### config.mk
export PLATFORM = sky130hd
export DESIGN_NAME = ahb_decoder
export DESIGN_NICKNAME = d
export VERILOG_FILES = /design/src/biu_core_pkg.sv /design/src/biu_ahb_pkg.sv /design/src/ahb_decoder.sv
export SDC_FILE = /design/constraint.sdc
export NUM_CORES = 1
export LEC_CHECK = 0
export BUFFER_PORTS_ARGS = -buffer_cell sky130_fd_sc_hd__buf_2
export CAP_MARGIN = 20
export CELL_PAD_IN_SITES_DETAIL_PLACEMENT = 2
export CELL_PAD_IN_SITES_GLOBAL_PLACEMENT = 2
export CORE_MARGIN = 8
export CORE_UTILIZATION = 10
export DETAILED_ROUTE_END_ITERATION = 6
export PLACE_DENSITY_LB_ADDON = 0.15
export SYNTH_ARGS = -nofsm -noshare
export SYNTH_HDL_FRONTEND = slang
export SYNTH_SLANG_ARGS = --single-unit
### constraint.sdc
create_clock -name HCLK -period 1.2 [get_ports HCLK]
set_input_delay 0.06 -clock HCLK [delete_from_list [all_inputs] [get_ports HCLK]]
set_output_delay 0.06 -clock HCLK [all_outputs]
set_load 0.01 [all_outputs]
### src/biu_core_pkg.sv
package biu_core_pkg;

  ////////////////////////////////////////////////////////////
  // widths
  ////////////////////////////////////////////////////////////

  localparam int XLEN = 32;  // data path
  localparam int PLEN = 32;  // physical address

  ////////////////////////////////////////////////////////////
  // request encodings
  ////////////////////////////////////////////////////////////

  // burst type as issued by the core
  typedef enum logic [2:0] {
    SINGLE = 3'd0,
    INCR   = 3'd1,  // undefined length, one beat per request here
    WRAP4  = 3'd2,
    INCR4  = 3'd3,
    WRAP8  = 3'd4,
    INCR8  = 3'd5,
    WRAP16 = 3'd6,
    INCR16 = 3'd7
  } biu_type_e;

  typedef enum logic [2:0] {
    BYTE  = 3'd0,
    HWORD = 3'd1,
    WORD  = 3'd2   // widest legal size at 32 bits
  } biu_size_e;

  // protection field, one bit each
  localparam logic [2:0] PROT_DATA       = 3'b001;  // clear means opcode fetch
  localparam logic [2:0] PROT_PRIVILEGED = 3'b010;
  localparam logic [2:0] PROT_CACHEABLE  = 3'b100;

  typedef struct packed {
    logic            stb;    // held until stb_ack
    logic [PLEN-1:0] adr;
    biu_size_e       size;
    biu_type_e       btype;
    logic [2:0]      prot;   // PROT_* bits
    logic            lock;
    logic            we;
    logic [XLEN-1:0] d;      // write data, sampled with each address phase
  } biu_req_t;

  typedef struct packed {
    logic            stb_ack;  // request taken
    logic            d_ack;    // present next beat's data
    logic            ack;      // one per finished beat
    logic            err;      // one cycle, burst dropped
    logic [XLEN-1:0] q;
    logic [PLEN-1:0] adro;     // address of the acked beat
  } biu_rsp_t;

endpackage
### src/biu_ahb_pkg.sv
package biu_ahb_pkg;

  ////////////////////////////////////////////////////////////
  // AHB-Lite encodings
  ////////////////////////////////////////////////////////////

  typedef enum logic [1:0] {
    HTRANS_IDLE   = 2'b00,
    HTRANS_BUSY   = 2'b01,
    HTRANS_NONSEQ = 2'b10,
    HTRANS_SEQ    = 2'b11
  } htrans_e;

  typedef enum logic [2:0] {
    HBURST_SINGLE = 3'd0,
    HBURST_INCR   = 3'd1,
    HBURST_WRAP4  = 3'd2,
    HBURST_INCR4  = 3'd3,
    HBURST_WRAP8  = 3'd4,
    HBURST_INCR8  = 3'd5,
    HBURST_WRAP16 = 3'd6,
    HBURST_INCR16 = 3'd7
  } hburst_e;

  typedef enum logic [2:0] {
    HSIZE_BYTE  = 3'd0,
    HSIZE_HWORD = 3'd1,
    HSIZE_WORD  = 3'd2,
    HSIZE_DWORD = 3'd3,
    HSIZE_B128  = 3'd4,
    HSIZE_B256  = 3'd5,
    HSIZE_B512  = 3'd6,
    HSIZE_B1024 = 3'd7
  } hsize_e;

  typedef enum logic {
    HRESP_OKAY  = 1'b0,
    HRESP_ERROR = 1'b1
  } hresp_e;

  // HPROT bits, a clear bit means opcode / user / non-bufferable / non-cacheable
  localparam logic [3:0] HPROT_DATA       = 4'b0001;
  localparam logic [3:0] HPROT_PRIVILEGED = 4'b0010;
  localparam logic [3:0] HPROT_BUFFERABLE = 4'b0100;
  localparam logic [3:0] HPROT_CACHEABLE  = 4'b1000;

  ////////////////////////////////////////////////////////////
  // memory map
  ////////////////////////////////////////////////////////////

  localparam logic [biu_core_pkg::PLEN-1:0] SRAM_BASE = '0;
  localparam int SRAM_WORDS     = 1024;
  localparam int SRAM_ADDR_BITS = $clog2(SRAM_WORDS) + 2;  // byte address bits, 4 KiB window
  localparam int SLOW_BIT       = 11;  // upper half of sram is the slow half
  localparam int SLOW_WAITS     = 2;

  typedef struct packed {
    logic                          hsel;
    logic [biu_core_pkg::PLEN-1:0] haddr;
    logic                          hwrite;
    hsize_e                        hsize;
    hburst_e                       hburst;
    logic [3:0]                    hprot;
    htrans_e                       htrans;
    logic                          hmastlock;
    logic [biu_core_pkg::XLEN-1:0] hwdata;  // data phase
  } ahb_m2s_t;

  typedef struct packed {
    logic [biu_core_pkg::XLEN-1:0] hrdata;
    logic                          hready;
    hresp_e                        hresp;
  } ahb_s2m_t;

endpackage

### src/ahb_decoder.sv
`timescale 1ns/1ps

module ahb_decoder (
  input  logic                  HCLK,
  input  logic                  HRESETn,
  input  biu_ahb_pkg::ahb_m2s_t ahb_i,   // from master
  output biu_ahb_pkg::ahb_m2s_t sram_o,
  input  biu_ahb_pkg::ahb_s2m_t sram_i,
  output biu_ahb_pkg::ahb_s2m_t ahb_o    // to master
);

  logic hit_sram;   // address phase falls in sram window
  logic active;     // NONSEQ or SEQ
  logic unmapped;   // default slave owns this transfer
  logic sram_dp_q;  // sram owns the data phase
  logic err1_q;     // ERROR, HREADY low
  logic err2_q;     // ERROR, HREADY high

  assign hit_sram = ahb_i.haddr[biu_core_pkg::PLEN-1:biu_ahb_pkg::SRAM_ADDR_BITS] ==
                    biu_ahb_pkg::SRAM_BASE[biu_core_pkg::PLEN-1:biu_ahb_pkg::SRAM_ADDR_BITS];
  assign active   = (ahb_i.htrans == biu_ahb_pkg::HTRANS_NONSEQ) |
                    (ahb_i.htrans == biu_ahb_pkg::HTRANS_SEQ);
  assign unmapped = ahb_i.hsel & active & ~hit_sram;

  ////////////////////////////////////////////////////////////
  // data phase owner and default slave
  ////////////////////////////////////////////////////////////

  always_ff @(posedge HCLK or negedge HRESETn) begin
    if (!HRESETn) begin
      sram_dp_q <= 1'b0;
      err1_q    <= 1'b0;
      err2_q    <= 1'b0;
    end else begin
      err2_q <= err1_q;  // second ERROR cycle always follows the first
      if (ahb_o.hready) begin
        sram_dp_q <= ahb_i.hsel & hit_sram;
        err1_q    <= unmapped;
      end else begin
        err1_q <= 1'b0;
      end
    end
  end

  // response mux
  always_comb begin
    if (sram_dp_q) begin
      ahb_o = sram_i;
    end else begin
      ahb_o.hrdata = '0;
      ahb_o.hready = ~err1_q;
      ahb_o.hresp  = (err1_q | err2_q) ? biu_ahb_pkg::HRESP_ERROR : biu_ahb_pkg::HRESP_OKAY;
    end
  end

  // sram only sees hsel on bus-ready cycles, so it samples with the global HREADY
  always_comb begin
    sram_o      = ahb_i;
    sram_o.hsel = ahb_i.hsel & hit_sram & ahb_o.hready;
  end

endmodule

==> results of run 1 <==
final cells by class:
| type | instances | area [um2] | share of cell area |
|---|---|---|---|
| sequential | 3 | 77.6 | 0.0621 |
| clock buffer | 4 | 45.0 | 0.0361 |
| multi-input combinational | 50 | 363 | 0.291 |
| tap | 133 | 166 | 0.133 |
| timing repair buffer | 115 | 597 | 0.478 |
stage by stage:
stage,cell area (um2),setup TNS [ns]
finish,1250,-0.137
global route,1250,-1.69
CTS,1240,-1.82
detailed placement,1150,0
global placement,1150,0
floorplan,1010,0
where the power goes:
group / leakage [nW] / switching, mW / internal, mW / total (mW)
Combinational: 0.632 / 0.0878 / 0.106 / 0.194
Clock: 0.0228 / 0.0703 / 0.227 / 0.297
Sequential: 0.0371 / 0.00318 / 0.106 / 0.109
worst max-delay path by stage:
stage                    from          to  cells after the start
global route        sram_dp_q  sram_o[78]                      4
CTS                 sram_dp_q  sram_o[78]                      4
global placement    sram_dp_q   ahb_o[31]                      3
finish              sram_dp_q  sram_o[78]                      4
floorplan           sram_dp_q      err1_q                      3
detailed placement  ahb_i[64]      err1_q                      4
synthesized netlist by cell type:
| cell | number | area [um2] |
|---|---|---|
| o21ai_1 | 1 | 5.00 |
| and2_1 | 33 | 206 |
| or2_1 | 1 | 6.26 |
| o21ai_0 | 1 | 5.00 |
| dfrtp_1 | 3 | 75.1 |
| clkbuf_1 | 3 | 11.3 |
| nor4_2 | 5 | 62.6 |
| nand3_1 | 1 | 5.00 |
| buf_4 | 78 | 586 |
| o2111ai_1 | 1 | 8.76 |
| nand2_1 | 2 | 7.51 |
| o2111a_1 | 1 | 11.3 |
| nor2_1 | 3 | 11.3 |
| nand2b_1 | 1 | 6.26 |
registers in the layout, summed over array words and instances, names as in the netlist:
signal     cells
err1_q         1
err2_q         1
sram_dp_q      1
critical path, stage by stage (launching register included):
cell and delay [ns]:
dfrtp_2 0.44, and2_4 0.16, o2111ai_4 0.19, nor2_1 0.06, buf_2 0.14
routing by layer:
| metal | vias up | part of all wire | wire length, um | GRT usage |
|---|---|---|---|---|
| met5 | - | 0 | 0 | 0 |
| met4 | 0 | 0.045 | 189 | 0.0328 |
| met3 | 22 | 0.20 | 852 | 0.0419 |
| met2 | 116 | 0.43 | 1800 | 0.0878 |
| met1 | 416 | 0.32 | 1360 | 0.0489 |
| li1 | 415 | - | - | - |
logic make-up (layout without fill, tap and decap cells):
family          after synthesis  in the layout  share of synthesized area
compound gates                4              4                     0.0298
simple gates                 46             46                      0.303
flops                         3              3                     0.0745
buf+inv                      81            119                      0.593
what timing repair did:
item                                    CTS  global route
gates resized for setup                   6             4
endpoints found under the setup margin   35            35
hold buffers                              1             0
pin swaps                                 1             2
endpoints found under the hold margin     3             0
==> out/qor.yml, run 1 <==
yosysWarnings: 0
postRouteAntennaNets: 0
synth_cell_type_count: 14
cp_data_arrival_time_ns: 1.20
rsz0062_at_grt: "yes"
run_status: "finished, violations left"
final_common_cell: "buf_2"
layout_setup_ws_ns: -0.0612
drive_above_1_share: 0.738
fill_cells: 1186
critPathKind: "flop to primary output"
final_cell_mix: "112 x buf_2, 32 x and2_1, 5 x nor4_2"
whs_ns: 0.103
r2r-start: "sram_dp_q"
drt_iter0_drc: 29
num_antenna_cells: 0
htreeDepth: 1
power_mw: 0.600
layout_min_cycle_time_ns: 1.26
required_ns: 1.14
r2r-end: "err1_q"
fin_skew_ns: 0.000210
drv_cap: 0
drv_slew: 0
violations: "negative setup slack"
drc: 0
postSynthCellCount: 134
rows: 36
syn_to_final_growth_pct: 24.0
grt_max_degree: 35
fin_cells: 305
cts.sinks: 3
dr.pass1.iters: 2
clockBufferDepth: 2
synth_seq_cells: 3
core_area_um2: 9770
port_buffers: 113
hold-path-cell-count: 2
synth_nets: 249
hp-start: "ahb_i[34]"
insertion_delay_ns: 0.22
grt_pass1_wl_um: 5840
wl_per_cell_um: 13.8
hold_viol_final: 0
cts_tree: "built"
utilization: 0.128
slew_headroom: 0.729
post_cts_buffers: 0
wl_um: 4200
power_density_nw_per_um2: 481
ios: 228
worst_slew_pin_slew_ns: 0.403
worst_setup_path_end_kind: "primary output"
final_nets: 288
vias: 969
clkTransAtPathRegs_ns: 0.03
clk_root_buffer_cell: "clkbuf_8"
final-setup-viol-count: 3
gr-usage-all-layers: 0.0550
dp.cells: 300
die-area_um2: 13500
syn_area_um2: 1010
worst_r2r_path_depth: 3
worstPathMaxFanout: 4
die_x_um: 116
p_leak_nw: 0.692
die_y_um: 116
cts_buffers: 3
crit_path_start_kind: "flop"
reg2reg_slack_ns: 0.12
final.period_utilization: 1.05
yosysSeqAreaShare: 0.0745
hold_class: "input pin to flop"
grt_pass1_vias: 1094
viasPerCell: 3.18
grt.overflow.total: 0
gp_congestion: 0.639
hold_path_end: "err1_q"
max-vdd-ir-drop_mv: 0.239
post-place-ws_ns: 0.103
fmax_mhz: 793
synth_area_per_cell_um2: 7.52
start_util: 0.103
antenna_found_initial: 0
Note: power is estimated with default switching activity, not from simulation.
==> inputs of run 2 (changes only) <==
--- a/config.mk
+++ b/config.mk
@@ -13,6 +13,7 @@
 export CORE_UTILIZATION = 10
 export DETAILED_ROUTE_END_ITERATION = 6
 export PLACE_DENSITY_LB_ADDON = 0.15
+export RECOVER_POWER = 100
 export SYNTH_ARGS = -nofsm -noshare
 export SYNTH_HDL_FRONTEND = slang
 export SYNTH_SLANG_ARGS = --single-unit
==> run 2 against run 1 <==
The flow still finishes with violations (negative setup slack). Maximum frequency hardly changed. Sequential share of layout area is 0.14 points higher. Die area stayed put. Wire length is 0.33% lower. Cell count stayed put. Sequential power hardly changed. Critical path type unchanged. Critical endpoint unchanged. Largest cell class unchanged. Largest power group unchanged.
==> out/qor.yml, run 2 (synthesized netlist as in run 1, its figures left out) <==
dr.pass1.iters: 2  # unchanged
crit_chain: "and2_4 > o2111ai_4 > nor2_1 > buf_2"
path_buf_inv: 1  # unchanged
drv_slew: 0  # unchanged
r2r-start: "sram_dp_q"
grt_max_degree: 35  # unchanged
drc: 0  # unchanged
reg.largest.list: "err1_q: 1 flops, err2_q: 1 flops, sram_dp_q: 1 flops"
die_x_um: 116  # unchanged
r2r-end: "err1_q"
max_stage_delay_ns: 0.44  # about the same
final_cell_mix: "90 x buf_2, 32 x and2_1, 23 x clkbuf_1"
wl_met3_um: 836  # -1.9%
drive_above_1_share: 0.610  # -0.128
fmax_mhz: 793  # about the same
worstPathMaxFanout: 4  # unchanged
cp_slowest_cell: "dfrtp_2"
slew_headroom: 0.729  # about the same
cts_buffers: 3  # unchanged
cts.sinks: 3  # unchanged
final_common_cell: "buf_2"
worst_r2r_path_depth: 3  # unchanged
combPwrFrac: 0.312  # -0.011
gp_congestion: 0.639  # unchanged
post_cts_buffers: 0  # unchanged
rsz0062_at_grt: "yes"
port_buffers: 113  # unchanged
layout_setup_ws_ns: -0.0612  # -0.00000390 ns
grt_pass1_wl_um: 5840  # unchanged
reg2reg_slack_ns: 0.12  # about the same
power_density_nw_per_um2: 483  # +0.60%
worst_setup_path_end_kind: "primary output"
critPathKind: "flop to primary output"
syn_to_final_growth_pct: 21.2
design_area_um2: 1220  # -2.2%
p_leak_nw: 0.632  # -8.8%
top_layer: "met4"
clkTransAtPathRegs_ns: 0.03  # about the same
drv_cap: 0  # unchanged
crit_path_start_kind: "flop"
htreeDepth: 1  # unchanged
required_ns: 1.14  # about the same
cp.depth: 4  # unchanged
max-vdd-ir-drop_mv: 0.239  # +0.14%
clk_root_buffer_cell: "clkbuf_8"
seqPwrFrac: 0.185  # +0.003
final_nets: 288  # unchanged
worst_slew_pin_slew_ns: 0.403  # -0.000363 ns
core_area_um2: 9770  # unchanged
worstSetupEndpoint: "sram_o[78]"
cp_data_arrival_time_ns: 1.20  # about the same
ios: 228  # unchanged
viasPerCell: 3.18  # +0.21%
rows: 36  # unchanged
critical-path-top-delay-family: "flip-flops"
postRouteAntennaNets: 0  # unchanged
vias: 971  # +0.21%
num_antenna_cells: 0  # unchanged
grt_pass1_vias: 1094  # unchanged
utilization: 0.125  # -0.00282
wl_um: 4190  # -0.33%
insertion_delay_ns: 0.22  # about the same
met2_length_um: 1800  # about the same
sw_frac_of_total: 0.275  # +0.00580
die_y_um: 116  # unchanged
crit_start: "sram_dp_q"
hold_viol_final: 0  # unchanged
layout_min_cycle_time_ns: 1.26  # +0.00000390 ns
gr-usage-all-layers: 0.0550  # unchanged
placed_area_um2: 1150  # unchanged
switching_power_mw: 0.162  # +0.50%
p_clk_frac: 0.503  # +0.008
drt_iter0_drc: 29  # unchanged
clockBufferDepth: 2  # unchanged
final.period_utilization: 1.05  # about the same
violations: "negative setup slack"
cts_tree: "built"
final-setup-viol-count: 3  # unchanged
start_util: 0.103  # unchanged
antenna_found_initial: 0  # unchanged
fin_skew_ns: 0.000231  # +0.0000212 ns
run_status: "finished, violations left"
die-area_um2: 13500  # unchanged
met1_length_um: 1360  # +0.29%
wl_per_cell_um: 13.7  # -0.33%
hold_class: "input pin to flop"
internal-power_mw: 0.428  # -2.4%
grt.overflow.total: 0  # unchanged
run 2: area by class of cell:
class / count / area (um2)
fillers: 1202 / 8550
repair buffers: 115 / 569
multi-input cells: 50 / 363
well taps: 133 / 166
flip-flops and latches: 3 / 77.6
clock buffers: 4 / 45.0
run 2: how the worst min path moves through the flow:
| stage | startpoint | end | slack (ns) | cells past startpoint |
|---|---|---|---|---|
| floorplan | HRESETn | err1_q | -0.24 | 0 |
| global placement | HRESETn | err2_q | -0.13 | 1 |
| detailed placement | HRESETn | err2_q | -0.14 | 1 |
| CTS | ahb_i[34] | err1_q | 0.11 | 2 |
| global route | ahb_i[34] | err1_q | 0.12 | 2 |
| finish | ahb_i[34] | err1_q | 0.10 | 2 |
run 2: repair_timing:
item	CTS	global route
pin swaps	1	2
hold buffers	1	0
hold endpoints to repair	3	0
endpoints found under the setup margin	35	35
gates resized for setup	6	4
run 2: stage by stage:
stage / hold WS [ns] / TNS [ns] / setup WS, ns / std cells / power (mW)
global route: 0.117 / -1.69 / -0.114 / 305 / 0.626
global placement: -0.134 / 0 / 0.112 / 300 / 0.299
floorplan: -0.236 / 0 / 0.128 / 134 / 0.391
finish: 0.104 / -0.137 / -0.0612 / 305 / 0.590
CTS: 0.108 / -1.82 / -0.0726 / 305 / 0.612
detailed placement: -0.139 / 0 / 0.103 / 300 / 0.299
run 2: power by group through the flow:
| stage | Clock (mW) | Sequential, mW | Combinational (mW) |
|---|---|---|---|
| detailed placement | 0 | 0.109 | 0.190 |
| finish | 0.297 | 0.109 | 0.184 |
| global placement | 0 | 0.109 | 0.190 |
| floorplan | 0 | 0.108 | 0.283 |
| global route | 0.312 | 0.110 | 0.205 |
| CTS | 0.305 | 0.108 | 0.199 |
run 2: worst register-to-register path, cell delays in order (launching register included):
cell and delay [ns]:
dfrtp_2 0.44, and2_4 0.16, or2_1 0.24, o2111a_1 0.13
run 2: layer usage:
layer | global-route usage | up-vias
met5 | 0 | -
li1 | - | 415
met4 | 0.0328 | 0
met2 | 0.0878 | 116
met1 | 0.0489 | 418
met3 | 0.0419 | 22
==> inputs of run 3 (changes only) <==
--- a/config.mk
+++ b/config.mk
@@ -9,7 +9,7 @@
 export CAP_MARGIN = 20
 export CELL_PAD_IN_SITES_DETAIL_PLACEMENT = 2
 export CELL_PAD_IN_SITES_GLOBAL_PLACEMENT = 2
-export CORE_MARGIN = 8
+export CORE_MARGIN = 2
 export CORE_UTILIZATION = 10
 export DETAILED_ROUTE_END_ITERATION = 6
 export PLACE_DENSITY_LB_ADDON = 0.15
==> run 3 against run 2 <==
Sequential power about the same. Sequential share of layout area shrank 0.070 points. Non-clock buffer count is 2 higher. Count of clock-buffer cells in the layout stayed put. Clock skew rose by 0.0014 ns. Power shrank 0.13%. Cell count up 0.66%. Final area down 0.51%. Sequential cell count is the same. Global-route usage grew 0.83 points. Critical path type unchanged. The run still ends with negative setup slack left. Clock power is 1% higher. Die area down 20%.
==> out/qor.yml, run 3 (synthesized netlist as in run 1, its figures left out) <==
run_status: "finished, violations left"
violations: "negative setup slack"
reg.largest.list: "err1_q: 1 flops, err2_q: 1 flops, sram_dp_q: 1 flops"
drive_above_1_share: 0.603  # -0.00702
hp-start: "sram_i[1]"
worst_setup_path_end_kind: "primary output"
grt_max_degree: 35  # unchanged
grt.overflow.total: 0  # unchanged
final_nets: 290  # +0.69%
die_y_um: 104  # -10%
clk_root_buffer_cell: "clkbuf_8"
worstPathMaxFanout: 4  # unchanged
drc: 0  # unchanged
drv_slew: 0  # unchanged
hold_class: "input pin to flop"
viasPerCell: 3.15  # -1.2%
final_cell_mix: "90 x buf_2, 32 x and2_1, 24 x clkbuf_1"
ios: 228  # unchanged
layout_setup_ws_ns: -0.0442  # +0.0170 ns
insertion_delay_ns: 0.22  # about the same
worst_r2r_path_depth: 3  # unchanged
cts.sinks: 3  # unchanged
antenna_found_initial: 0  # unchanged
whs_ns: 0.113  # +0.00923 ns
final_common_cell: "buf_2"
power_density_nw_per_um2: 485  # +0.39%
clkTransAtPathRegs_ns: 0.03  # about the same
drv_cap: 0  # unchanged
grt_pass1_wl_um: 5580  # -4.6%
vias: 966  # -0.51%
postRouteAntennaNets: 0  # unchanged
port_buffers: 113  # unchanged
slew_headroom: 0.761  # +0.0322
crit_start: "sram_dp_q"
cts_buffers: 3  # unchanged
clockBufferDepth: 2  # unchanged
tns_ns: -0.0692  # +0.0673 ns
num_antenna_cells: 0  # unchanged
htreeDepth: 1  # unchanged
layout_min_cycle_time_ns: 1.24  # -0.0170 ns
post-place-ws_ns: 0.0846  # -0.0179 ns
grt_pass1_vias: 1083  # -1.0%
rsz0062_at_grt: "yes"
hpwlAfterDp_um: 3180
final-setup-viol-count: 2  # -1
drt_iter0_drc: 8  # -72%
reg2reg_slack_ns: 0.12  # about the same
r2r-start: "sram_dp_q"
wl_um: 3610  # -14%
final.period_utilization: 1.04  # -0.0142
gr-usage-all-layers: 0.0633  # +0.00830
hold_viol_final: 0  # unchanged
gp_congestion: 0.639  # unchanged
die_x_um: 104  # -10%
crit_path_start_kind: "flop"
start_util: 0.103  # unchanged
dr.pass1.iters: 2  # unchanged
fmax_mhz: 804  # +1.4%
p_leak_nw: 0.638  # +1.0%
critPathKind: "flop to primary output"
cp_data_arrival_time_ns: 1.18  # -0.02 ns
fin_skew_ns: 0.00165  # +0.00142 ns
cts_tree: "built"
hold-path-cell-count: 3  # +1
utilization: 0.124  # -0.000640
rows: 36  # unchanged
syn_to_final_growth_pct: 20.6
worst_slew_pin_slew_ns: 0.355  # -0.0479 ns
die-area_um2: 10900  # -20%
core_area_um2: 9770  # unchanged
max-vdd-ir-drop_mv: 0.209  # -12%
required_ns: 1.14  # about the same
wl_per_cell_um: 11.7  # -14%
[run 3: cell types whose count changed in the layout (fill, tap and decap cells not counted)]
cell / delta
buf_4: +1
clkbuf_1: +1
dfrtp_1: +1
dfrtp_2: -1
nor2_2: +1
nor2_4: -1
o2111ai_2: +1
o2111ai_4: -1
o21ai_0: -1
o21ai_1: +1
[run 3: report_power, final]
group	switching (mW)	internal (mW)	leakage [nW]	total (mW)
Combinational	0.0857	0.0954	0.577	0.181
Clock	0.0740	0.227	0.0228	0.301
Sequential	0.00172	0.106	0.0385	0.107
[run 3: worst paths after layout]
path | end
worst max-delay path | sram_o[78]
worst min-delay path | sram_dp_q
worst max register to register | err1_q
worst min register to register | err2_q
max in group asynchronous | sram_dp_q
min in group asynchronous | err1_q
[run 3: routing by layer]
metal	vias up	wire [um]	GRT usage
met2	104	1610	0.111
met3	25	565	0.0307
met1	416	1240	0.0567
li1	421	-	-
met4	0	197	0.0454
met5	-	0	0
[run 3: critical path, cell delays in order (launching register included)]
cell and delay, ns:
dfrtp_2 0.43, and2_4 0.15, o2111ai_2 0.18, nor2_1 0.06, buf_2 0.14
[run 3: timing repair]
action                     CTS  global route
pin swaps                    1             0
resized for setup            4             4
setup buffers                2             0
hold buffers                 1             0
setup endpoints to repair   35            35
hold endpoints to repair     3             0
[run 3: layout make-up]
class / count / area [um2]
Sequential cell: 3 / 76.3
Fill cell: 1207 / 8560
Timing Repair Buffer: 117 / 581
Clock buffer: 4 / 45.0
Multi-Input combinational cell: 50 / 347
Tap cell: 133 / 166
[run 3: per-stage QoR]
| step | power (mW) | instance area (um2) | cells |
|---|---|---|---|
| 5_1_grt | 0.627 | 1210 | 307 |
| 3_5_place_dp | 0.295 | 1150 | 300 |
| 3_3_place_gp | 0.295 | 1150 | 300 |
| 4_1_cts | 0.609 | 1230 | 307 |
| 2_1_floorplan | 0.391 | 1010 | 134 |
| 6_report | 0.590 | 1210 | 307 |
