===== config.mk =====
export PLATFORM = sky130hd
export DESIGN_NAME = biu_ahb_master
export DESIGN_NICKNAME = d
export VERILOG_FILES = /design/src/biu_core_pkg.sv /design/src/biu_ahb_pkg.sv /design/src/biu_ahb_master.sv
export SDC_FILE = /design/constraint.sdc
export NUM_CORES = 1
export LEC_CHECK = 0
export BUFFER_PORTS_ARGS = -buffer_cell sky130_fd_sc_hd__buf_2
export CORE_ASPECT_RATIO = 0.8
export CORE_MARGIN = 3
export CORE_UTILIZATION = 43
export DETAILED_ROUTE_END_ITERATION = 7
export PLACE_DENSITY = 0.76
export SKIP_CTS_REPAIR_TIMING = 1
export SLEW_MARGIN = 40
export SYNTH_ARGS = -nofsm -noshare
export SYNTH_HDL_FRONTEND = slang
export SYNTH_SLANG_ARGS = --single-unit
export TNS_END_PERCENT = 1

===== constraint.sdc =====
create_clock -name HCLK -period 2.05 [get_ports HCLK]
set_input_delay 0.205 -clock HCLK [delete_from_list [all_inputs] [get_ports HCLK]]
set_output_delay 0.205 -clock HCLK [all_outputs]
set_load 0.01 [all_outputs]

===== src/biu_core_pkg.sv =====
package biu_core_pkg;

  ////////////////////////////////////////////////////////////
  // widths
  ////////////////////////////////////////////////////////////

  localparam int XLEN = 32;  // data path
  localparam int PLEN = 32;  // physical address

  ////////////////////////////////////////////////////////////
  // request encodings
  ////////////////////////////////////////////////////////////

  // burst type as issued by the core
  typedef enum logic [2:0] {
    SINGLE = 3'd0,
    INCR   = 3'd1,  // undefined length, one beat per request here
    WRAP4  = 3'd2,
    INCR4  = 3'd3,
    WRAP8  = 3'd4,
    INCR8  = 3'd5,
    WRAP16 = 3'd6,
    INCR16 = 3'd7
  } biu_type_e;

  typedef enum logic [2:0] {
    BYTE  = 3'd0,
    HWORD = 3'd1,
    WORD  = 3'd2   // widest legal size at 32 bits
  } biu_size_e;

  // protection field, one bit each
  localparam logic [2:0] PROT_DATA       = 3'b001;  // clear means opcode fetch
  localparam logic [2:0] PROT_PRIVILEGED = 3'b010;
  localparam logic [2:0] PROT_CACHEABLE  = 3'b100;

  typedef struct packed {
    logic            stb;    // held until stb_ack
    logic [PLEN-1:0] adr;
    biu_size_e       size;
    biu_type_e       btype;
    logic [2:0]      prot;   // PROT_* bits
    logic            lock;
    logic            we;
    logic [XLEN-1:0] d;      // write data, sampled with each address phase
  } biu_req_t;

  typedef struct packed {
    logic            stb_ack;  // request taken
    logic            d_ack;    // present next beat's data
    logic            ack;      // one per finished beat
    logic            err;      // one cycle, burst dropped
    logic [XLEN-1:0] q;
    logic [PLEN-1:0] adro;     // address of the acked beat
  } biu_rsp_t;

endpackage

===== src/biu_ahb_pkg.sv =====
package biu_ahb_pkg;

  ////////////////////////////////////////////////////////////
  // AHB-Lite encodings
  ////////////////////////////////////////////////////////////

  typedef enum logic [1:0] {
    HTRANS_IDLE   = 2'b00,
    HTRANS_BUSY   = 2'b01,
    HTRANS_NONSEQ = 2'b10,
    HTRANS_SEQ    = 2'b11
  } htrans_e;

  typedef enum logic [2:0] {
    HBURST_SINGLE = 3'd0,
    HBURST_INCR   = 3'd1,
    HBURST_WRAP4  = 3'd2,
    HBURST_INCR4  = 3'd3,
    HBURST_WRAP8  = 3'd4,
    HBURST_INCR8  = 3'd5,
    HBURST_WRAP16 = 3'd6,
    HBURST_INCR16 = 3'd7
  } hburst_e;

  typedef enum logic [2:0] {
    HSIZE_BYTE  = 3'd0,
    HSIZE_HWORD = 3'd1,
    HSIZE_WORD  = 3'd2,
    HSIZE_DWORD = 3'd3,
    HSIZE_B128  = 3'd4,
    HSIZE_B256  = 3'd5,
    HSIZE_B512  = 3'd6,
    HSIZE_B1024 = 3'd7
  } hsize_e;

  typedef enum logic {
    HRESP_OKAY  = 1'b0,
    HRESP_ERROR = 1'b1
  } hresp_e;

  // HPROT bits, a clear bit means opcode / user / non-bufferable / non-cacheable
  localparam logic [3:0] HPROT_DATA       = 4'b0001;
  localparam logic [3:0] HPROT_PRIVILEGED = 4'b0010;
  localparam logic [3:0] HPROT_BUFFERABLE = 4'b0100;
  localparam logic [3:0] HPROT_CACHEABLE  = 4'b1000;

  ////////////////////////////////////////////////////////////
  // memory map
  ////////////////////////////////////////////////////////////

  localparam logic [biu_core_pkg::PLEN-1:0] SRAM_BASE = '0;
  localparam int SRAM_WORDS     = 1024;
  localparam int SRAM_ADDR_BITS = $clog2(SRAM_WORDS) + 2;  // byte address bits, 4 KiB window
  localparam int SLOW_BIT       = 11;  // upper half of sram is the slow half
  localparam int SLOW_WAITS     = 2;

  typedef struct packed {
    logic                          hsel;
    logic [biu_core_pkg::PLEN-1:0] haddr;
    logic                          hwrite;
    hsize_e                        hsize;
    hburst_e                       hburst;
    logic [3:0]                    hprot;
    htrans_e                       htrans;
    logic                          hmastlock;
    logic [biu_core_pkg::XLEN-1:0] hwdata;  // data phase
  } ahb_m2s_t;

  typedef struct packed {
    logic [biu_core_pkg::XLEN-1:0] hrdata;
    logic                          hready;
    hresp_e                        hresp;
  } ahb_s2m_t;

endpackage


===== src/biu_ahb_master.sv =====
`timescale 1ns/1ps

module biu_ahb_master (
  input  logic                   HCLK,
  input  logic                   HRESETn,
  input  biu_core_pkg::biu_req_t biu_req_i,
  output biu_core_pkg::biu_rsp_t biu_rsp_o,
  output biu_ahb_pkg::ahb_m2s_t  ahb_o,
  input  biu_ahb_pkg::ahb_s2m_t  ahb_i
);

  ////////////////////////////////////////////////////////////
  // request to bus conversion
  ////////////////////////////////////////////////////////////

  function automatic biu_ahb_pkg::hsize_e size2hsize(input biu_core_pkg::biu_size_e size);
    case (size)
      biu_core_pkg::BYTE:  return biu_ahb_pkg::HSIZE_BYTE;
      biu_core_pkg::HWORD: return biu_ahb_pkg::HSIZE_HWORD;
      default:             return biu_ahb_pkg::HSIZE_WORD;
    endcase
  endfunction

  // beats left after the first one
  function automatic logic [3:0] type2cnt(input biu_core_pkg::biu_type_e btype);
    case (btype)
      biu_core_pkg::WRAP4, biu_core_pkg::INCR4:   return 4'd3;
      biu_core_pkg::WRAP8, biu_core_pkg::INCR8:   return 4'd7;
      biu_core_pkg::WRAP16, biu_core_pkg::INCR16: return 4'd15;
      default:                                    return 4'd0;  // SINGLE, INCR
    endcase
  endfunction

  function automatic biu_ahb_pkg::hburst_e type2hburst(input biu_core_pkg::biu_type_e btype);
    case (btype)
      biu_core_pkg::INCR:   return biu_ahb_pkg::HBURST_INCR;
      biu_core_pkg::WRAP4:  return biu_ahb_pkg::HBURST_WRAP4;
      biu_core_pkg::INCR4:  return biu_ahb_pkg::HBURST_INCR4;
      biu_core_pkg::WRAP8:  return biu_ahb_pkg::HBURST_WRAP8;
      biu_core_pkg::INCR8:  return biu_ahb_pkg::HBURST_INCR8;
      biu_core_pkg::WRAP16: return biu_ahb_pkg::HBURST_WRAP16;
      biu_core_pkg::INCR16: return biu_ahb_pkg::HBURST_INCR16;
      default:              return biu_ahb_pkg::HBURST_SINGLE;
    endcase
  endfunction

  function automatic logic [3:0] prot2hprot(input logic [2:0] prot);
    logic [3:0] hprot;
    hprot = '0;  // opcode, user, non-cacheable
    if (|(prot & biu_core_pkg::PROT_DATA))
      hprot |= biu_ahb_pkg::HPROT_DATA;
    if (|(prot & biu_core_pkg::PROT_PRIVILEGED))
      hprot |= biu_ahb_pkg::HPROT_PRIVILEGED;
    if (|(prot & biu_core_pkg::PROT_CACHEABLE))
      hprot |= biu_ahb_pkg::HPROT_CACHEABLE;
    return hprot;
  endfunction

  // next beat address, word steps, wrapping bursts stay inside their block
  function automatic logic [biu_core_pkg::PLEN-1:0] nxt_addr(
    input logic [biu_core_pkg::PLEN-1:0] addr,
    input biu_ahb_pkg::hburst_e          hburst
  );
    logic [biu_core_pkg::PLEN-1:0] lin;
    lin = {addr[biu_core_pkg::PLEN-1:2] + 1'b1, 2'b00};
    case (hburst)
      biu_ahb_pkg::HBURST_WRAP4:  return {addr[biu_core_pkg::PLEN-1:4], lin[3:0]};  // 16 B
      biu_ahb_pkg::HBURST_WRAP8:  return {addr[biu_core_pkg::PLEN-1:5], lin[4:0]};  // 32 B
      biu_ahb_pkg::HBURST_WRAP16: return {addr[biu_core_pkg::PLEN-1:6], lin[5:0]};  // 64 B
      default:                    return lin;
    endcase
  endfunction

  // address phase registers
  logic                          hsel_q;
  logic [biu_core_pkg::PLEN-1:0] haddr_q;
  logic                          hwrite_q;
  biu_ahb_pkg::hsize_e           hsize_q;
  biu_ahb_pkg::hburst_e          hburst_q;
  logic [3:0]                    hprot_q;
  biu_ahb_pkg::htrans_e          htrans_q;
  logic                          hmastlock_q;

  logic [3:0] burst_cnt;   // beats still to issue
  logic       data_ena;    // address phase on the bus
  logic       data_ena_d;  // same, moved into data phase
  logic       err_q;

  logic [biu_core_pkg::XLEN-1:0] d_dly;     // first stage, lines up with address phase
  logic [biu_core_pkg::XLEN-1:0] hwdata_q;  // second stage, data phase
  logic [biu_core_pkg::PLEN-1:0] adro_q;    // address of beat in data phase

  logic hready;
  logic hresp_err;
  logic stb_ack;

  assign hready    = ahb_i.hready;
  assign hresp_err = (ahb_i.hresp == biu_ahb_pkg::HRESP_ERROR);
  // new request only between bursts, never in the error pulse cycle
  assign stb_ack   = hready & ~|burst_cnt & biu_req_i.stb & ~err_q;

  ////////////////////////////////////////////////////////////
  // address phase
  ////////////////////////////////////////////////////////////

  always_ff @(posedge HCLK or negedge HRESETn) begin
    if (!HRESETn) begin
      hsel_q      <= 1'b0;
      haddr_q     <= '0;
      hwrite_q    <= 1'b0;
      hsize_q     <= biu_ahb_pkg::HSIZE_WORD;
      hburst_q    <= biu_ahb_pkg::HBURST_SINGLE;
      hprot_q     <= biu_ahb_pkg::HPROT_DATA | biu_ahb_pkg::HPROT_PRIVILEGED;
      htrans_q    <= biu_ahb_pkg::HTRANS_IDLE;
      hmastlock_q <= 1'b0;
      burst_cnt   <= '0;
      data_ena    <= 1'b0;
      err_q       <= 1'b0;
    end else begin
      err_q <= 1'b0;  // pulse
      if (hready) begin
        if (|burst_cnt) begin  // next beat of running burst
          burst_cnt <= burst_cnt - 1'b1;
          data_ena  <= 1'b1;
          htrans_q  <= biu_ahb_pkg::HTRANS_SEQ;
          haddr_q   <= nxt_addr(haddr_q, hburst_q);
        end else if (stb_ack) begin  // start of a new transfer
          burst_cnt   <= type2cnt(biu_req_i.btype);
          data_ena    <= 1'b1;
          hsel_q      <= 1'b1;
          htrans_q    <= biu_ahb_pkg::HTRANS_NONSEQ;
          haddr_q     <= biu_req_i.adr;
          hwrite_q    <= biu_req_i.we;
          hsize_q     <= size2hsize(biu_req_i.size);
          hburst_q    <= type2hburst(biu_req_i.btype);
          hprot_q     <= prot2hprot(biu_req_i.prot);
          hmastlock_q <= biu_req_i.lock;
        end else begin
          data_ena    <= 1'b0;
          hsel_q      <= 1'b0;
          htrans_q    <= biu_ahb_pkg::HTRANS_IDLE;
          hmastlock_q <= biu_req_i.lock;  // lock may span idle gaps
        end
      end else if (hresp_err) begin
        // first ERROR cycle, drop what is left of the burst
        burst_cnt <= '0;
        data_ena  <= 1'b0;
        hsel_q    <= 1'b0;
        htrans_q  <= biu_ahb_pkg::HTRANS_IDLE;
        err_q     <= 1'b1;
      end
    end
  end

  ////////////////////////////////////////////////////////////
  // data phase
  ////////////////////////////////////////////////////////////

  // write data comes with the address phase it belongs to, beat 0 with stb_ack
  always_ff @(posedge HCLK) begin
    if (hready) begin
      d_dly    <= biu_req_i.d;
      hwdata_q <= d_dly;
      adro_q   <= haddr_q;
    end
  end

  always_ff @(posedge HCLK or negedge HRESETn) begin
    if (!HRESETn) begin
      data_ena_d <= 1'b0;
    end else if (hready) begin
      data_ena_d <= data_ena;
    end
  end

  assign ahb_o = '{
    hsel:      hsel_q,
    haddr:     haddr_q,
    hwrite:    hwrite_q,
    hsize:     hsize_q,
    hburst:    hburst_q,
    hprot:     hprot_q,
    htrans:    htrans_q,
    hmastlock: hmastlock_q,
    hwdata:    hwdata_q
  };

  // no ack on the closing ERROR cycle, err covers that beat
  assign biu_rsp_o = '{
    stb_ack: stb_ack,
    d_ack:   hready & data_ena,
    ack:     hready & data_ena_d & ~hresp_err,
    err:     err_q,
    q:       ahb_i.hrdata,
    adro:    adro_q
  };

endmodule


==> results.cfg, run 1 <==
[route]
drt_wl_total_um = 17240
drt-initial-drc-count = 278
first_pass_iters = 5
wl_per_cell_um = 19.03
routed-via-count = 4823
routed_via_density = 5.323
drt.antenna.violating_nets = 0
post_route_drc_violation_count = 0

[synth]
synth_top_family_by_area = simple AND/OR/NAND/NOR gates
synth_fa_ha_area_share_pct = 0.6105
synth_area_leaders = edfxtp_1, dfrtp_1, buf_4
avg_synthesized_cell_area_sq_um = 12.92
synth_sequential_area_ratio_pct = 67.70
fraction_of_the_mapped_netlist_area_in_simple_logic_gates_pct = 12.47
ys_async_sr_fraction_pct = 34.69
synthMuxAreaShare_pct = 0.3460
synth-edff-count = 96
yosysUniqueCellTypes = 61
count_of_synthesis_stage_warnings_from_yosys = 0
synth_common_cells = edfxtp_1, nand2_1, dfrtp_1
synthFlopType = edfxtp_1
synth_seq_cells = 147
synth_xor_xnor_area_share_pct = 0
post-synth-top-area-fraction_pct = 46.89
synth.most_common_cell = edfxtp_1
post-synth-top-area-cell = edfxtp_1
synth-compound-area-share_pct = 12.13
syn-instance-count = 476
synthesized_area_sq_um = 6148

[timing]
clock.fmax_mhz = 501.5
final_period_minus_worst_setup_slack_ns = 1.994
worstMarginPinSlew_ns = 0.6841
hold_violation_count_in_the_final_report = 0
timing.final.crit_share_pct = 97.27
clock_skew_ns = 0.008144
final-setup-viol-count = 0
totalNegativeSetupSlack_ns = 0
maxSlewHeadroom_pct = 54.39
fin_worst_hold_slack_ns = 0.006835
grt_setup_unrepaired = true
post-route-worst-setup-slack_ns = 0.05595
timing.final.max_slew_violations = 0

[power_and_ir_drop]
totalPowerFinal_mw = 11.85
power.share.sequential_pct = 38.9
clockPowerShare_pct = 26.6
p_switching_mw = 4.223
p_int_mw = 7.631
cellLeakagePower_nw = 3.584
vdd_ir_drop_max_uv = 768.8
pwr-share-comb_pct = 34.6
power.share.switching_pct = 35.63
power_density_nw_per_um2 = 1418

[clock_tree]
number_of_buffers_on_the_longest_clock_path = 2
clk_root_buffer_cell = clkbuf_16
clkTransAtPathRegs_ns = 0.06
clkSinkCount = 147
worst_skew_pair.late_latency_ns = 0.42
max_h_tree_level = 4
cts-buffers-inserted = 17
tritoncts = yes

[final_layout]
insertedDiodeCount = 0
area.growth.synth_to_final_pct = 35.98
nFillCells = 1104
finalNetCount = 828
drive_above_1_share_pct = 40.91

[die]
die_w_um = 139.7
floorplan.die.height_um = 113.0
io_pins = 259
core_area_sq_um = 13790
die_area_sq_um = 15780
core.rowCount = 38
starting_density_of_the_core_pct = 44.59

[global_routing]
grt_pass1_wl_um = 25320
initial_antenna_violation_count = 0
groute.usage.overall_pct = 20.84
largest_net_degree_at_the_start_of_global_routing = 75
first_global_vias = 4475
grt_overflow = 0

[placement]
detailedPlacementHpwl_um = 11870
place.port_buffers = 192
dp_slack_ns = -0.08951
gpl.final_weighted_congestion = 0.8714

[flow_run]
max_cap_viol = 0

[hold_path]
min-delay-path-class = input pin to register

[critical_path]
cp-start-kind = register
cp-end-kind = primary output
crit_type = register to primary output
worst_ep_required_time_ns = 1.85
data_arrival_critical_path_ns = 1.79
crit_path_max_fanout = 5

[outcome]
outcome = finished, final reports clean
[logic make-up after synthesis]
kind of cell | after synthesis
DFF | 147
AOI/OAI and AO/OA | 113
muxes | 2
adders and majority gates | 3
other | 1
buffers and inverters | 64
and+or+nand+nor | 146
[power by group through the flow]
stage                     clock [mW]  combinational, mW  sequential [mW]
after global routing            3.35               4.49             4.72
after global placement             0               3.75             4.59
after floorplan                    0               2.01             4.88
after detailed placement           0               3.89             4.64
final                           3.15               4.10             4.61
after CTS                       3.20               3.90             4.59
[per-layer routing]
metal / vias up / global-route usage [%] / wire [um]
li1: 2218 / - / -
met4: 0 / 7.424 / 316
met2: 248 / 31.88 / 8040
met1: 2330 / 28.32 / 7210
met5: - / 0 / 0
met3: 27 / 6.591 / 1673
[worst paths after layout]
kind | slack [ns] | to | depth (start not counted) | startpoint
min in group asynchronous | 0.45 | hmastlock_q$_DFFE_PN0P_ | 3 | HRESETn
worst max register to register | 0.09 | haddr_q[26]$_DFFE_PN0P_ | 8 | burst_cnt[1]$_DFFE_PN0P_
worst min register to register | 0.41 | hwdata_q[23]$_DFFE_PP_ | 0 | d_dly[23]$_DFFE_PP_
max in group asynchronous | 1.15 | haddr_q[17]$_DFFE_PN0P_ | 3 | HRESETn
worst max-delay path | 0.06 | biu_rsp_o[67] | 8 | burst_cnt[1]$_DFFE_PN0P_
worst min-delay path | 0.007 | haddr_q[1]$_DFFE_PN0P_ | 2 | biu_req_i[44]
[placed cells by master, fill, tap and decap left out, types with 3 or more instances in the layout]
master         netlist  final
a22oi_1              3      3
nand4_1              9      9
and4_1               6      6
edfxtp_1            96     96
o21ai_0             25     25
and2_1               4      3
a31oi_1              7      7
nor3_1              10     10
dfrtp_1             48     48
nand3b_1             3      3
a21oi_1             35     35
dlygate4sd3_1        0     38
o22ai_1             12     12
nand3_1             12     11
or3_1                3      3
inv_6                0      3
nor3b_1              3      3
buf_2                7    190
clkbuf_16            0     17
o22a_1               4      4
a2bb2oi_1            3      3
dfstp_2              3      3
and3_1               4      4
buf_12               0      3
nand2_1             57     57
buf_4               43     44
inv_8                0      6
nor2_1              21     21
[final cells by class]
class / count / area [sq um] / area share [%]
sequential: 147 / 4163 / 49.79
inverter: 4 / 22.52 / 0.2694
multi-input combinational: 266 / 1608 / 19.23
timing repair buffer: 277 / 1744 / 20.86
tap: 180 / 225.2 / 2.694
clock buffer: 17 / 425.4 / 5.088
clock inverter: 15 / 172.7 / 2.065
[state kept, by name, indices dropped and copies added (netlist names)]
signal and flops:
adro_q 32, burst_cnt 4, d_dly 32, data_ena_d 1
err_q 1, haddr_q 32, hburst_q 3, hmastlock_q 1
hprot_q 3, hsel_q 1, hsize_q 2, htrans_q 2
hwdata_q 32, hwrite_q 1
[worst max-delay path: stages (launching register included)]
cell     delay (ns)
dfrtp_1        0.39
inv_2          0.09
ha_4           0.15
nor3b_4        0.21
nand3_2        0.13
buf_12         0.16
inv_8          0.05
buf_6          0.09
buf_6          0.09
[through the flow]
stage	utilization (%)	cells	cell area (sq um)
floorplan	-	477	6152
global placement	52.61	826	7254
detailed placement	52.61	826	7254
CTS	56.95	858	7853
global route	60.64	906	8361
finish	60.64	906	8361
Power figures use the tool's default switching activity.
==> inputs of run 2 (changes only) <==
--- a/config.mk
+++ b/config.mk
@@ -6,11 +6,13 @@
 export NUM_CORES = 1
 export LEC_CHECK = 0
 export BUFFER_PORTS_ARGS = -buffer_cell sky130_fd_sc_hd__buf_2
+export CELL_PAD_IN_SITES_DETAIL_PLACEMENT = 1
+export CELL_PAD_IN_SITES_GLOBAL_PLACEMENT = 1
 export CORE_ASPECT_RATIO = 0.8
 export CORE_MARGIN = 3
-export CORE_UTILIZATION = 43
+export CORE_UTILIZATION = 33
 export DETAILED_ROUTE_END_ITERATION = 7
-export PLACE_DENSITY = 0.76
+export PLACE_DENSITY_LB_ADDON = 0.1
 export SKIP_CTS_REPAIR_TIMING = 1
 export SLEW_MARGIN = 40
 export SYNTH_ARGS = -nofsm -noshare
==> results.cfg, run 2 (synthesis gave the netlist of run 1 again) <==
[die]
starting_density_of_the_core_pct = 34.53
io_pins = 259
die_area_sq_um = 20320
core_area_sq_um = 17810
die_w_um = 158.6
floorplan.die.height_um = 128.1
core.rowCount = 43

[critical_path]
crit_path_max_fanout = 7
data_arrival_critical_path_ns = 1.93
critical_path.slowest_cell = dfrtp_1
slowest_delay_ns = 0.39
crit_path_top_cell_by_count = buf_6
cp-end-kind = primary output
cp-start-kind = register
worstPathCellList = inv_2 -> ha_4 -> buf_6 -> nor3b_4 -> nand3_2 -> buf_8 -> inv_4 -> buf_6 -> buf_6
crit_type = register to primary output
worst_ep_required_time_ns = 1.85

[route]
drt_wl_total_um = 18340
routed_via_density = 4.926
post_route_drc_violation_count = 0
wl_per_cell_um = 18.62
drt.antenna.violating_nets = 0
first_pass_iters = 4
routed-via-count = 4852
drt-initial-drc-count = 222

[flow_run]
max_cap_viol = 0

[placement]
detailedPlacementHpwl_um = 13000
place.port_buffers = 192
gpl.final_weighted_congestion = 0.8230
placedInstanceArea_sq_um = 7408
place.detailed.instances = 904
dp_slack_ns = -0.04775

[global_routing]
groute.usage.overall_pct = 17.40
grt_pass1_wl_um = 27080
initial_antenna_violation_count = 0
first_global_vias = 4851
grt_overflow = 0
largest_net_degree_at_the_start_of_global_routing = 42

[timing]
timing.final.crit_share_pct = 104.1
final_period_minus_worst_setup_slack_ns = 2.133
final-setup-viol-count = 2
timing.final.max_slew_violations = 0
grt_setup_unrepaired = true
worstMarginPinSlew_ns = 0.6138
maxSlewHeadroom_pct = 59.08
clock_skew_ns = 0.007748
totalNegativeSetupSlack_ns = -0.1399
hold_violation_count_in_the_final_report = 0
post-route-worst-setup-slack_ns = -0.08335
clock.fmax_mhz = 468.7

[power_and_ir_drop]
vdd_ir_drop_max_uv = 534.5
power_density_nw_per_um2 = 1412
cellLeakagePower_nw = 3.634

[final_layout]
area.growth.synth_to_final_pct = 39.36
final_common_cell = buf_2
finalNetCount = 841
insertedDiodeCount = 0
drive_above_1_share_pct = 42.55
most-common-layout-cells = buf_2, edfxtp_1, nand2_1, buf_4, dfrtp_1
design_area_sq_um = 8568
final-instance-count-excl-fill = 985
layout_utilization_pct = 48.11

[clock_tree]
tritoncts = yes
clkSinkCount = 147
number_of_buffers_on_the_longest_clock_path = 2
max_h_tree_level = 4
worst_skew_pair.late_latency_ns = 0.42
clk_root_buffer_cell = clkbuf_16
clkTransAtPathRegs_ns = 0.06
cts-buffers-inserted = 17

[outcome]
violations_in_the_final_reports = setup timing
outcome = complete, but fails checks

[hold_path]
min-delay-path-class = input pin to register
[run 2: cell type report]
cell class | count | area (sq um)
Sequential cell | 147 | 4163
Timing Repair Buffer | 290 | 1843
Clock buffer | 17 | 425.4
Clock inverter | 14 | 170.2
Multi-Input combinational cell | 266 | 1640
Tap cell | 247 | 309.0
Inverter | 4 | 17.52
Fill cell | 1919 | 9240
[run 2: path summary, 6_finish.rpt]
path                                           from                      end  slack (ns)  depth (start not counted)
hold reg to reg                  d_dly[7]$_DFFE_PP_    hwdata_q[7]$_DFFE_PP_        0.42                          0
max in group asynchronous                   HRESETn  haddr_q[31]$_DFFE_PN0P_        1.04                          3
setup / recovery           burst_cnt[1]$_DFFE_PN0P_            biu_rsp_o[67]       -0.08                          9
hold / removal                        biu_req_i[45]   haddr_q[2]$_DFFE_PN0P_        0.03                          3
setup reg to reg           burst_cnt[1]$_DFFE_PN0P_  haddr_q[25]$_DFFE_PN0P_       -0.06                         11
min in group asynchronous                   HRESETn  hmastlock_q$_DFFE_PN0P_        0.33                          2
[run 2: critical path: cells and delay by family, from the launching register on]
| kind | cells | cell delay (ns) |
|---|---|---|
| simple gates | 2 | 0.37 |
| buf+inv | 6 | 0.61 |
| flops | 1 | 0.39 |
| fa+ha+maj | 1 | 0.14 |
[run 2: layer usage]
| metal | vias to the layer above | routed length [um] | GRT usage (%) |
|---|---|---|---|
| met5 | - | 0 | 0 |
| met4 | 0 | 307 | 5.260 |
| met3 | 35 | 1347 | 5.704 |
| met2 | 183 | 8155 | 25.60 |
| met1 | 2390 | 8532 | 24.47 |
| li1 | 2244 | - | - |
[run 2: metrics by stage]
stage               power (mW)  hold slack (ns)
floorplan                6.885         -0.09059
global placement         8.614           0.2534
detailed placement       8.768           0.2563
CTS                      11.96          -0.2009
global route             12.91          0.04647
finish                   12.10          0.03368
[run 2: report_power, final]
group          total (mW)  switching (mW)  internal, mW
registers            4.58           0.575          4.00
clock network        3.14            1.31          1.83
logic                4.38            2.47          1.91
